--- config.mk ---
export PLATFORM = sky130hd
export DESIGN_NAME = ula_top
export DESIGN_NICKNAME = d
export VERILOG_FILES = /design/src/rtl/ula_bus_pkg.sv /design/src/rtl/ula_video_pkg.sv /design/src/rtl/ula_sequencer.sv /design/src/rtl/ula_video_timing.sv /design/src/rtl/ula_attribute_decoder.sv /design/src/rtl/ula_memory_controller.sv /design/src/rtl/ula_top.sv
export VERILOG_INCLUDE_DIRS = /design/src /design/src/rtl
export SDC_FILE = /design/constraint.sdc
export NUM_CORES = 1
export LEC_CHECK = 0
export BUFFER_PORTS_ARGS = -buffer_cell sky130_fd_sc_hd__buf_2
export CAP_MARGIN = 20
export CORE_MARGIN = 2
export CORE_UTILIZATION = 26
export CTS_CLUSTER_SIZE = 14
export DETAILED_ROUTE_END_ITERATION = 8
export SYNTH_ARGS = -nofsm -noshare
export SYNTH_HDL_FRONTEND = slang
export SYNTH_SLANG_ARGS = --single-unit
--- constraint.sdc ---
create_clock -name CLK_24 -period 7.7 [get_ports CLK_24]
set_input_delay 0.77 -clock CLK_24 [delete_from_list [all_inputs] [get_ports CLK_24]]
set_output_delay 0.77 -clock CLK_24 [all_outputs]
set_load 0.005 [all_outputs]
--- src/rtl/ula_defines.svh ---
`ifndef ULA_DEFINES_SVH
`define ULA_DEFINES_SVH

////////////////////////////////////////
// Sequencer
////////////////////////////////////////
`define SEQ_STATES      24          // 24 MHz clocks per CPU cycle

////////////////////////////////////////
// Video timing, in PHI2 clocks and lines
////////////////////////////////////////
`define H_TOTAL         64          // Clocks per line
`define H_SYNC_START    49
`define H_SYNC_END      53          // Last low clock of HSYNC
`define H_ACTIVE_END    40          // Last visible column, first is 1
`define TEXT_COLS       40          // Characters per text row

`define V_LAST_50       312         // 313 lines per frame
`define V_LAST_60       260         // 261 lines per frame
`define VSYNC50_START   258
`define VSYNC60_START   241
`define VSYNC_LINES     2
`define V_BLANK_START   224

////////////////////////////////////////
// Memory map
////////////////////////////////////////
`define TEXT_BASE       16'hBB80    // Text screen
`define CHARSET_STD     6'b101101   // Standard set at 0xB400
`define CHARSET_ALT     6'b101110   // Alternate set at 0xB800
`define IO_PAGE         8'h03       // 0x0300 to 0x03FF
`define ROM_PREFIX      2'b11       // 0xC000 upward

`endif

--- src/rtl/ula_bus_pkg.sv ---
`default_nettype none

package ula_bus_pkg;

  // CPU and SRAM address
  typedef logic [15:0] cpuAddrT;

  // Data bus byte
  typedef logic [7:0] dataByteT;

  // Chip selects, all active low
  typedef struct packed {
    logic ioN;    // Page 3 I/O
    logic romN;   // ROM from 0xC000
    logic ramN;   // Normal and shadow RAM
  } chipSelT;

  // SRAM strobes
  typedef struct packed {
    logic oe;     // Output enable, high on reads
    logic ce;     // Chip enable
    logic we;     // Write pulse, one clock
    logic latch;  // Data latch strobe
  } sramCtrlT;

endpackage

`default_nettype wire

--- src/rtl/ula_video_pkg.sv ---
`default_nettype none

`include "ula_defines.svh"

package ula_video_pkg;

  typedef logic [`SEQ_STATES-1:0] seqStateT;  // One-hot ring
  typedef logic [2:0]             phaseT;     // One-hot phase
  typedef logic [6:0]             hCountT;    // Clocks in a line
  typedef logic [8:0]             vCountT;    // Lines in a frame
  typedef logic [2:0]             rgbT;       // Bit 0 red, bit 2 blue

  // Attribute register selected by byte bits 6 to 3
  typedef enum logic [3:0] {
    INK   = 4'h0,
    STYLE = 4'h1,
    PAPER = 4'h2,
    MODE  = 4'h3
  } attrRegE;

  // Timing bundle shared by the video blocks
  typedef struct packed {
    hCountT hCount;
    vCountT vCount;
    logic   hBlank;      // Outside columns 1 to 40
    logic   vBlank;      // Bottom border and retrace
    logic   reloadZone;  // End of line, attributes back to defaults
    logic   flashClk;    // Toggles every 16 frames
  } vidTimingT;

endpackage

`default_nettype wire

--- src/rtl/ula_sequencer.sv ---
`timescale 1ns/1ps
`default_nettype none

`include "ula_defines.svh"

module ula_sequencer
  import ula_video_pkg::*;
(
  input  wire  CLK_24,
  input  wire  RESET_INT,
  output seqStateT state,     // One-hot, 24 states
  output phaseT    phase,     // Video 1, video 2, CPU
  output logic     PHI2,      // 1 MHz CPU clock
  output logic     PHI2_EN    // One clock per CPU cycle
);

  logic phaseStep;  // End of an 8 clock phase

  assign phaseStep = state[7] | state[15] | state[`SEQ_STATES-1];

  ////////////////////////////////////////
  // State and phase rings
  ////////////////////////////////////////
  always_ff @(posedge CLK_24, posedge RESET_INT) begin
    if (RESET_INT) begin
      state <= seqStateT'(1);
      phase <= 3'b001;
    end else begin
      state <= {state[`SEQ_STATES-2:0], state[`SEQ_STATES-1]};  // Rotate left
      if (phaseStep) begin
        phase <= {phase[1:0], phase[2]};
      end
    end
  end

  // CPU owns the bus in phase 3
  assign PHI2    = phase[2];
  assign PHI2_EN = state[15];  // Last state of phase 2

endmodule

`default_nettype wire

--- src/rtl/ula_video_timing.sv ---
`timescale 1ns/1ps
`default_nettype none

`include "ula_defines.svh"

module ula_video_timing
  import ula_video_pkg::*;
(
  input  wire       CLK_24,
  input  wire       RESET_INT,
  input  wire       PHI2_EN,
  input  wire       freq50,   // Mode register, 1 selects 50 Hz
  output vidTimingT timing,
  output logic      HSYNC,    // Active low
  output logic      VSYNC,    // Active low
  output logic      SYNC      // Composite
);

  hCountT     hCnt;
  vCountT     vCnt;
  vCountT     lastLine;
  vCountT     vsyncStart;
  logic [4:0] flashCnt;     // Frame counter for flashing
  logic       lineEnd;

  assign lineEnd    = (hCnt == hCountT'(`H_TOTAL - 1));
  assign lastLine   = freq50 ? vCountT'(`V_LAST_50) : vCountT'(`V_LAST_60);
  assign vsyncStart = freq50 ? vCountT'(`VSYNC50_START) : vCountT'(`VSYNC60_START);

  ////////////////////////////////////////
  // Line, frame and flash counters
  ////////////////////////////////////////
  always_ff @(posedge CLK_24, posedge RESET_INT) begin
    if (RESET_INT) begin
      hCnt     <= '0;
      vCnt     <= '0;
      flashCnt <= '0;
    end else if (PHI2_EN) begin
      hCnt <= lineEnd ? '0 : hCnt + 1'b1;
      if (lineEnd) begin
        if (vCnt >= lastLine) begin  // Also catches a 50 to 60 Hz switch late in frame
          vCnt     <= '0;
          flashCnt <= flashCnt + 1'b1;
        end else begin
          vCnt <= vCnt + 1'b1;
        end
      end
    end
  end

  // Sync pulses
  assign HSYNC = ~((hCnt >= `H_SYNC_START) && (hCnt <= `H_SYNC_END));
  assign VSYNC = ~((vCnt >= vsyncStart) && (vCnt < vsyncStart + `VSYNC_LINES));
  assign SYNC  = ~(HSYNC ^ VSYNC);  // Inverted during VSYNC

  assign timing.hCount     = hCnt;
  assign timing.vCount     = vCnt;
  assign timing.hBlank     = (hCnt == '0) || (hCnt > `H_ACTIVE_END);
  assign timing.vBlank     = (vCnt >= `V_BLANK_START);
  assign timing.reloadZone = (hCnt >= `H_SYNC_START);
  assign timing.flashClk   = flashCnt[4];

endmodule

`default_nettype wire

--- src/rtl/ula_attribute_decoder.sv ---
`timescale 1ns/1ps
`default_nettype none

module ula_attribute_decoder
  import ula_bus_pkg::*;
  import ula_video_pkg::*;
(
  input  wire       CLK_24,
  input  wire       RESET_INT,
  input  seqStateT  state,
  input  dataByteT  DB,
  input  vidTimingT timing,
  output dataByteT  charCode,    // Phase 1 byte, feeds the charset address
  output logic      altCharset,
  output logic      freq50,
  output rgbT       rgb,
  output logic      CLK_PIX,     // Six pulses per cycle
  output logic      HBLANK,
  output logic      VBLANK
);

  dataByteT   patternByte;  // Phase 2 byte
  logic [6:0] holdReg;
  logic [5:0] shifter;
  logic       isAttrib;
  logic       invHold;
  logic       inv;
  logic [2:0] ink, style, paper, mode;
  logic       pixEn;
  logic       fgSel;
  rgbT        colour;

  assign pixEn = state[1] | state[5] | state[9] | state[13] | state[17] | state[21];

  // Bytes off the SRAM
  always_ff @(posedge CLK_24) begin
    if (state[2]) charCode <= DB;      // Screen byte
    if (state[10]) patternByte <= DB;  // Charset row
    if (state[12]) begin
      holdReg <= isAttrib ? charCode[6:0] : patternByte[6:0];
    end
  end

  always_ff @(posedge CLK_24, posedge RESET_INT) begin
    if (RESET_INT) begin
      isAttrib <= 1'b0;
      invHold  <= 1'b0;
      inv      <= 1'b0;
    end else begin
      if (state[3]) begin
        isAttrib <= ~(|DB[6:5]);  // Bits 6,5 zero means attribute
        invHold  <= DB[7];
      end
      if (state[17]) inv <= invHold;  // In step with the shifter load
    end
  end

  ////////////////////////////////////////
  // Attribute registers
  ////////////////////////////////////////
  always_ff @(posedge CLK_24, posedge RESET_INT) begin
    if (RESET_INT) begin
      ink   <= 3'd7;
      style <= '0;
      paper <= '0;
      mode  <= '0;
    end else if (timing.reloadZone) begin
      ink   <= 3'd7;  // White on black each line
      style <= '0;
      paper <= '0;
    end else if (state[17] && isAttrib && !(timing.hBlank || timing.vBlank)) begin
      case (attrRegE'(holdReg[6:3]))
        INK:     ink   <= holdReg[2:0];
        STYLE:   style <= holdReg[2:0];
        PAPER:   paper <= holdReg[2:0];
        MODE:    mode  <= holdReg[2:0];
        default: ;  // Not a register
      endcase
    end
  end

  assign altCharset = style[0];
  assign freq50     = mode[1];

  // Pixel shifter, MSB out first
  always_ff @(posedge CLK_24) begin
    if (pixEn) begin
      if (state[17]) shifter <= isAttrib ? 6'd0 : holdReg[5:0];  // Attribute cell is paper
      else           shifter <= {shifter[4:0], 1'b0};
    end
  end

  assign fgSel  = (timing.flashClk && style[2]) ? 1'b0 : shifter[5];  // Flash blanks ink
  assign colour = fgSel ? ink : paper;
  assign rgb    = inv ? ~colour : colour;

  // Blanking in step with pixels
  always_ff @(posedge CLK_24, posedge RESET_INT) begin
    if (RESET_INT) begin
      HBLANK <= 1'b1;
      VBLANK <= 1'b1;
    end else if (pixEn) begin
      HBLANK <= timing.hBlank;
      VBLANK <= timing.vBlank;
    end
  end

  assign CLK_PIX = pixEn;

endmodule

`default_nettype wire

--- src/rtl/ula_memory_controller.sv ---
`timescale 1ns/1ps
`default_nettype none

`include "ula_defines.svh"

module ula_memory_controller
  import ula_bus_pkg::*;
  import ula_video_pkg::*;
(
  input  wire       CLK_24,
  input  seqStateT  state,
  input  phaseT     phase,
  input  vidTimingT timing,
  input  dataByteT  charCode,
  input  wire       altCharset,
  input  cpuAddrT   ADDR,
  input  wire       RW,         // High reads
  input  wire       MAPn,       // Low maps RAM over ROM
  output cpuAddrT   SRAM_AD,
  output chipSelT   selects,
  output sramCtrlT  sramCtrl
);

  logic       phi2;
  logic       ioHit;
  logic       romArea;
  logic [5:0] charRow;      // Text row, 8 lines each
  logic [5:0] charsetHi;
  cpuAddrT    rowOffset;
  cpuAddrT    vidAddr1;     // Screen byte
  cpuAddrT    vidAddr2;     // Charset row

  assign phi2 = phase[2];

  ////////////////////////////////////////
  // CPU decode
  ////////////////////////////////////////
  assign ioHit   = (ADDR[15:8] == `IO_PAGE);
  assign romArea = (ADDR[15:14] == `ROM_PREFIX);

  assign selects.ioN  = ~(ioHit & phi2);
  assign selects.romN = ~(romArea & MAPn & phi2);
  assign selects.ramN = ~(phi2 & ~ioHit & ~(romArea & MAPn));  // Shadow RAM when MAPn low

  // Video addresses
  assign charRow   = timing.vCount[8:3];
  assign rowOffset = {5'd0, charRow, 5'd0} + {7'd0, charRow, 3'd0};  // Row times 40
  assign vidAddr1  = `TEXT_BASE + rowOffset + {9'd0, timing.hCount};
  assign charsetHi = altCharset ? `CHARSET_ALT : `CHARSET_STD;
  assign vidAddr2  = {charsetHi, charCode[6:0], timing.vCount[2:0]};

  // Address for the coming phase
  always_ff @(posedge CLK_24) begin
    if (state[23])      SRAM_AD <= vidAddr1;
    else if (state[7])  SRAM_AD <= vidAddr2;
    else if (state[15]) SRAM_AD <= ADDR;
  end

  ////////////////////////////////////////
  // SRAM strobes
  ////////////////////////////////////////
  //                   video 1    video 2
  assign sramCtrl.oe = phase[0] | phase[1] | RW;
  assign sramCtrl.ce = phase[0] | phase[1] | (phase[2] & ~selects.ramN);
  assign sramCtrl.we = ~selects.ramN & ~RW & state[17];   // Mid phase 3
  assign sramCtrl.latch = ~state[4] & ~state[12] & ~state[20];

endmodule

`default_nettype wire

--- src/rtl/ula_top.sv ---
`timescale 1ns/1ps
`default_nettype none

module ula_top
  import ula_bus_pkg::*;
  import ula_video_pkg::*;
(
  input  wire      CLK_24,
  input  wire      RESET_INT,
  input  wire      RW,
  input  wire      MAPn,
  input  dataByteT DB,
  input  cpuAddrT  ADDR,
  output logic     PHI2,
  output logic     PHI2_EN,
  output logic     CSIOn,
  output logic     CSROMn,
  output logic     CSRAMn,
  output cpuAddrT  SRAM_AD,
  output logic     SRAM_OE,
  output logic     SRAM_CE,
  output logic     SRAM_WE,
  output logic     LATCH_SRAM,
  output logic     R,
  output logic     G,
  output logic     B,
  output logic     SYNC,
  output logic     HSYNC,
  output logic     VSYNC,
  output logic     CLK_PIX,
  output logic     HBLANK,
  output logic     VBLANK
);

  seqStateT  state;
  phaseT     phase;
  vidTimingT timing;
  dataByteT  charCode;
  logic      altCharset;
  logic      freq50;      // From the mode register
  rgbT       rgb;
  chipSelT   selects;
  sramCtrlT  sramCtrl;

  ula_sequencer uSeq (
    .CLK_24, .RESET_INT, .state, .phase, .PHI2, .PHI2_EN
  );

  ula_video_timing uTiming (
    .CLK_24, .RESET_INT, .PHI2_EN, .freq50, .timing, .HSYNC, .VSYNC, .SYNC
  );

  ula_attribute_decoder uAttr (
    .CLK_24, .RESET_INT, .state, .DB, .timing, .charCode, .altCharset,
    .freq50, .rgb, .CLK_PIX, .HBLANK, .VBLANK
  );

  ula_memory_controller uMem (
    .CLK_24, .state, .phase, .timing, .charCode, .altCharset,
    .ADDR, .RW, .MAPn, .SRAM_AD, .selects, .sramCtrl
  );

  // Pins
  assign CSIOn      = selects.ioN;
  assign CSROMn     = selects.romN;
  assign CSRAMn     = selects.ramN;
  assign SRAM_OE    = sramCtrl.oe;
  assign SRAM_CE    = sramCtrl.ce;
  assign SRAM_WE    = sramCtrl.we;
  assign LATCH_SRAM = sramCtrl.latch;
  assign R          = rgb[0];
  assign G          = rgb[1];
  assign B          = rgb[2];

endmodule

`default_nettype wire

==> impl_metrics.py, run 1 <==
metrics = {
    "clocking": {
        "htreeDepth": 3,
        "clock_slew_seen_by_the_registers_of_the_worst_setup_and_hold_paths_ps": 80,
        "clk_latency_ps": 350,
        "clock_tree_from_tritoncts": "done",
        "cts-buffers-inserted": 9,
        "ctsLongestPathBuffers": 2,
        "post-cts-setup-buffer-count": 0,
        "clkSinkCount": 105,
        "cts.root.buffer_cell": "clkbuf_16",
        "quantity_of_gates_resized_following_cts": 0,
        "ctsHoldBuffers": 0,
    },
    "global_routing": {
        "globalRouteOverflowTotal": 0,
        "grt_antenna_before_repair": 0,
        "maximum_number_of_pins_on_one_net_before_global_route_repair": 63,
        "gr-usage-all-layers": 0.115,
        "first_pass_grt_wire_length_mm": 18.3,
        "first_global_vias": 3482,
    },
    "worst_setup_path": {
        "worst_path_largest_cell_delay_ps": 470,
        "critPathKind": "register to output pin",
        "timing.critical_path.max_delay_family": "simple AND/OR/NAND/NOR gates",
        "worst_path_max_delay_cell": "dfrtp_1",
        "critPathCaptureType": "output pin",
        "worst_ep_arrival_time_ps": 2430,
        "critical_path.startpoint_type": "register",
        "worst-r2r-setup-slack_ps": 4860,
        "timing.critical_path.buf_inv": 2,
        "timing.critical_path.required_ps": 6930,
        "timing.critical_path.fanout_max": 8,
        "crit_path_cell_trace": "inv_1 > ha_1 > nor4bb_1 > and4b_1 > o2111ai_1 > xnor2_1 > buf_2",
    },
    "routing": {
        "routedWlPerCell_um": 14.8,
        "detail_route.drc_violations": 0,
        "drt_iter0_markers": 181,
        "drtAntennaViolNets": 0,
        "vias_per_cell": 4.49,
        "drt_pass1_iterations": 4,
        "totalWireLength_mm": 11.3,
        "dr_total_vias": 3405,
    },
    "yosys": {
        "syn_area_sq_um": 5070,
        "synth.lib_cells_used.distinct": 55,
        "synth.yosys.warnings": 0,
        "ys_async_sr_fraction": 0.590,
        "syn-instance-count": 429,
        "syn_avg_cell_area_sq_um": 11.8,
        "synth_edf_count": 43,
        "synth_area_leaders": "dfrtp_1, edfxtp_1, ha_1",
        "synth_flop_cell": "dfrtp_1",
        "synth_top_cell_by_area": "dfrtp_1",
        "mappedNetlistNets": 486,
        "netlist.area_leader.share": 0.271,
        "synth_sequential_area_ratio": 0.562,
        "postSynthRegisterBits": 105,
    },
    "floorplan": {
        "initial_utilization": 0.263,
        "placeable_core_region_sq_um": 19300,
        "rows": 51,
        "design.portCount": 62,
        "dieArea_sq_um": 20600,
        "fp.dieH_um": 144,
        "die_width_um": 144,
    },
    "layout": {
        "design_area_sq_um": 5950,
        "finalNonFillerCells": 759,
        "finish.net_count": 546,
        "fillers": 1988,
        "num_antenna_cells": 0,
        "final_layout_size_suffix_gt1_frac": 0.231,
        "flow.area_growth_from_synthesis_pct": 17.3,
        "post-route-util": 0.309,
    },
    "power": {
        "pwr_density_cell_nw_per_um2": 178,
        "irDropWorstVdd_mv": 0.116,
        "leakage_nw": 2.59,
    },
    "run": {
        "maxCapViolCount": 0,
    },
    "sta": {
        "timing.clock.skew_ps": 13.9,
        "grt_setup_unrepaired": "no",
        "timing.final.hold_violations": 0,
        "timing_worst_slew_pin_value_ps": 985,
        "finalSetupViolCount": 0,
        "tns_ps": 0,
        "fin_crit_sh": 0.416,
        "slew_headroom": 0.343,
        "max_freq_mhz": 312,
        "period_needed_ps": 3200,
        "count_of_pins_over_their_slew_limit": 0,
    },
    "placed_design": {
        "detailedPlacementHpwl_mm": 8.24,
        "gpl.final_weighted_congestion": 0.822,
        "dpl.cell_count": 743,
        "placement.cell_area_sq_um": 5650,
        "port_buffers": 61,
    },
    "hold_path": {
        "worstHoldPathType": "register to register",
    },
    "outcome": {
        "status": "finished, final reports clean",
    },
}
logic make-up (layout without fill, tap and decap cells):
logic type,Yosys count,after routing,synth area share
multiplexers,38,38,0.0797
XOR/XNOR,17,17,0.0294
flip-flops,105,105,0.562
buffers and inverters,35,100,0.0286
adder cells (fa/ha/maj),29,29,0.0745
AO/OA/AOI/OAI,79,79,0.0980
AND/OR/NAND/NOR,126,126,0.127
synth_stat cells (all sizes together) (3+ instances only):
master and instances:
or2 3, a21oi 19, nand4 3, nor2b 3, o22ai 4, ha 27, xor2 9, or3 8
edfxtp 43, a31oi 3, o21ai 25, nor3 14, nor2 19, dfrtp 55, nand2 45, a211oi 6
nand3 14, dfstp 7, clkbuf 6, inv 22, a21o 5, nor4 4, buf 7, and3 3
o211ai 3, mux2 19, xnor2 8, mux2i 19
registers in the layout, summed over array words and instances, names as in the netlist, 5 cells and up:
signal             cells
uMem.SRAM_AD          16
uAttr.shifter          6
uTiming.flashCnt       5
uAttr.holdReg          7
uAttr.patternByte      7
uTiming.vCnt           9
uTiming.hCnt           7
uSeq.state            24
uAttr.charCode         7
layout make-up:
class                      instances  area, sq um  area share
sequential                       105         2850       0.480
tap                              265          332      0.0558
clock buffer                       9          225      0.0379
multi-input combinational        289         2070       0.349
timing repair buffer              62          313      0.0526
clock inverter                     7         68.8      0.0116
inverter                          22         82.6      0.0139
metal layers:
layer / track usage / up-vias / part of all wire
li1: - / 1671 / -
met1: 0.146 / 1667 / 0.46
met5: 0 / - / 0
met4: 0.0356 / 0 / 0.014
met3: 0.0290 / 10 / 0.045
met2: 0.194 / 57 / 0.49
where the power goes:
part	leakage [nW]	internal, mW	switching, mW	total, mW
registers	1.22	0.581	0	0.581
clock network	0.145	0.230	0.228	0.457
logic	1.23	0.00876	0.0138	0.0225
path summary, 6_finish.rpt:
kind                                      start                to  depth (start not counted)
worst max-delay path              uAttr.mode[1]              SYNC                          7
worst min register to register    uSeq.state[8]     uSeq.state[9]                          0
worst min-delay path              uSeq.state[8]     uSeq.state[9]                          0
worst max register to register  uTiming.vCnt[3]  uMem.SRAM_AD[11]                          7
max in group asynchronous             RESET_INT   uTiming.vCnt[7]                          3
min in group asynchronous             RESET_INT    uSeq.state[16]                          3
placed cells by master (no fill, tap or decap), types with 3 or more instances in the layout:
cell type	n
a31oi_1	3
inv_6	3
nor3_1	12
nor2b_1	3
a21oi_1	18
xnor2_1	8
or3_1	8
ha_1	27
o211ai_1	3
mux2_2	19
nor2_1	19
a21o_1	5
nor4_1	3
dfstp_2	7
o21ai_0	23
nand3_1	14
edfxtp_1	43
a211oi_1	6
nand2_1	45
mux2i_1	19
clkbuf_16	9
inv_1	21
buf_2	61
o22ai_1	4
and3_1	3
dfrtp_1	55
xor2_1	9
or2_2	3
metrics by stage:
| step | power [mW] | hold WS, ps | worst slack (ps) |
|---|---|---|---|
| after floorplan | 0.603 | 331 | 5080 |
| after global placement | 0.616 | 331 | 4900 |
| after detailed placement | 0.616 | 335 | 4870 |
| after CTS | 1.07 | 352 | 4460 |
| after global routing | 1.10 | 366 | 4260 |
| final | 1.06 | 350 | 4500 |
No activity file was read; power rests on OpenSTA's default activity.
==> run 2: changes to the inputs <==
==> constraint.sdc (replaced) <==
create_clock -name CLK_24 -period 3.3 [get_ports CLK_24]
set_input_delay 0.33 -clock CLK_24 [delete_from_list [all_inputs] [get_ports CLK_24]]
set_output_delay 0.33 -clock CLK_24 [all_outputs]
set_load 0.005 [all_outputs]
==> run 2 against run 1 <==
  * Power increased by 140%
  * Count of clock-buffer cells in the layout unchanged
  * Critical path depth unchanged
  * Sequential cell count unchanged
  * Critical endpoint is now uMem.SRAM_AD[11]
  * Clock power increased by 140%
==> impl_metrics.py, run 2 (synthesis results as in run 1) <==
metrics = {
    "routing": {
        "drt_pass1_iterations": 5,
        "routedWlPerCell_um": 14.7,
        "detail_route.drc_violations": 0,
        "vias_per_cell": 4.52,
        "wl_met3_um": 461,
        "top_signal_layer_used": "met4",
        "met2WireLength_mm": 5.49,
        "drt_iter0_markers": 175,
        "totalWireLength_mm": 11.2,
        "routedLengthMet1_mm": 5.12,
        "drtAntennaViolNets": 0,
        "dr_total_vias": 3449,
    },
    "global_routing": {
        "grt_antenna_before_repair": 0,
        "maximum_number_of_pins_on_one_net_before_global_route_repair": 63,
        "first_global_vias": 3509,
        "globalRouteOverflowTotal": 0,
        "first_pass_grt_wire_length_mm": 18.2,
        "gr-usage-all-layers": 0.115,
    },
    "worst_setup_path": {
        "crit_path_cell_trace": "ha_1 > fa_1 > ha_1 > a211oi_1 > o221ai_1 > a21o_1 > a31o_2",
        "worst-r2r-setup-slack_ps": 470,
        "worst_ep_arrival_time_ps": 2940,
        "critical_path.startpoint_type": "register",
        "timing.critical_path.fanout_max": 10,
        "worst_path_largest_cell_delay_ps": 500,
        "timing.critical_path.max_delay_family": "adder cells",
        "worst_path_max_delay_cell": "dfrtp_1",
        "most_repeated_library_cell_on_the_critical_path": "ha_1",
        "critPathCaptureType": "register",
        "timing.critical_path.required_ps": 3410,
        "critPathKind": "register to register",
        "timing.critical_path.buf_inv": 0,
    },
    "power": {
        "pwr_density_cell_nw_per_um2": 420,
        "leakage_nw": 2.62,
        "total_power_mw": 2.52,
        "irDropWorstVdd_mv": 0.348,
    },
    "layout": {
        "layout_common_cells": "buf_2, dfrtp_1, nand2_1",
        "biggestRegsByFlops": "uSeq.state x24, uMem.SRAM_AD x16, uTiming.vCnt x9",
        "max_flop_register": "uSeq.state",
        "num_antenna_cells": 0,
        "fillers": 1980,
        "largest_register_ff_count": 24,
        "final_layout_size_suffix_gt1_frac": 0.239,
        "finish.net_count": 550,
        "flow.area_growth_from_synthesis_pct": 18.5,
        "multi_input_comb_area_sq_um": 2070,
        "most_frequent_standard_cell_in_the_layout_excluding_fill_and_tap_cells": "buf_2",
        "flip_flop_and_latch_area_sq_um": 2850,
    },
    "sta": {
        "count_of_pins_over_their_slew_limit": 0,
        "timing.clock.skew_ps": 10.8,
        "finalSetupViolCount": 0,
        "slew_headroom": 0.480,
        "max_freq_mhz": 353,
        "fin_crit_sh": 0.859,
        "grt_setup_unrepaired": "no",
        "tns_ps": 0,
        "timing.final.hold_violations": 0,
        "timing_worst_slew_pin_value_ps": 780,
        "period_needed_ps": 2830,
    },
    "clocking": {
        "quantity_of_gates_resized_following_cts": 0,
        "post-cts-setup-buffer-count": 0,
        "clock_slew_seen_by_the_registers_of_the_worst_setup_and_hold_paths_ps": 80,
        "htreeDepth": 3,
        "clock_tree_from_tritoncts": "done",
        "cts.root.buffer_cell": "clkbuf_16",
        "clk_latency_ps": 350,
        "ctsLongestPathBuffers": 2,
        "ctsHoldBuffers": 0,
        "clkSinkCount": 105,
        "cts-buffers-inserted": 9,
    },
    "floorplan": {
        "design.portCount": 62,
        "die_width_um": 144,
        "dieArea_sq_um": 20600,
        "placeable_core_region_sq_um": 19300,
        "fp.dieH_um": 144,
        "rows": 51,
        "initial_utilization": 0.263,
    },
    "placed_design": {
        "detailedPlacementHpwl_mm": 8.30,
        "gpl.final_weighted_congestion": 0.849,
        "port_buffers": 61,
    },
    "run": {
        "maxCapViolCount": 0,
    },
    "hold_path": {
        "worstHoldPathType": "input port to register",
    },
    "outcome": {
        "status": "finished, final reports clean",
    },
}
[run 2: cell count changes in the layout (fill, tap and decap cells not counted), sizes merged]
cell / before / now
inv: 27 / 24
buf: 62 / 66
clkinv: 2 / 5
[run 2: layout make-up]
cell class | count | share of cell area
flip-flops and latches | 105 | 0.475
multi-input cells | 289 | 0.345
repair buffers | 66 | 0.0571
well taps | 265 | 0.0552
clock buffers | 9 | 0.0375
clock inverters | 7 | 0.0169
inverters | 22 | 0.0137
[run 2: final timing paths]
check	cells after the start	to	startpoint
hold reg to reg	0	uSeq.state[20]	uSeq.state[19]
min in group asynchronous	3	uAttr.invHold	RESET_INT
hold / removal	1	uAttr.patternByte[0]	DB[0]
setup reg to reg	7	uMem.SRAM_AD[11]	uTiming.vCnt[3]
max in group asynchronous	3	uSeq.phase[2]	RESET_INT
setup / recovery	7	uMem.SRAM_AD[11]	uTiming.vCnt[3]
[run 2: routing by layer]
metal / vias up / GRT usage
met1: 1690 / 0.151
li1: 1676 / -
met4: 0 / 0.0361
met3: 10 / 0.0270
met5: - / 0
met2: 73 / 0.189
[run 2: metrics by stage]
stage / utilization / hold slack [ps] / setup WS (ps) / instances / area (sq um)
after floorplan: - / 331 / 678 / 429 / 5070
after global routing: 0.312 / 151 / 288 / 763 / 6010
after global placement: 0.295 / 333 / 495 / 747 / 5680
after CTS: 0.312 / 149 / 449 / 763 / 6010
after detailed placement: 0.295 / 336 / 487 / 747 / 5680
final: 0.312 / 164 / 466 / 763 / 6010
[run 2: power breakdown]
part | leakage (nW) | internal (mW) | switching, mW | total, mW
Clock | 0.156 | 0.555 | 0.557 | 1.11
Sequential | 1.22 | 1.36 | 0 | 1.36
Combinational | 1.25 | 0.0205 | 0.0322 | 0.0527
Total | 2.62 | 1.93 | 0.589 | 2.52
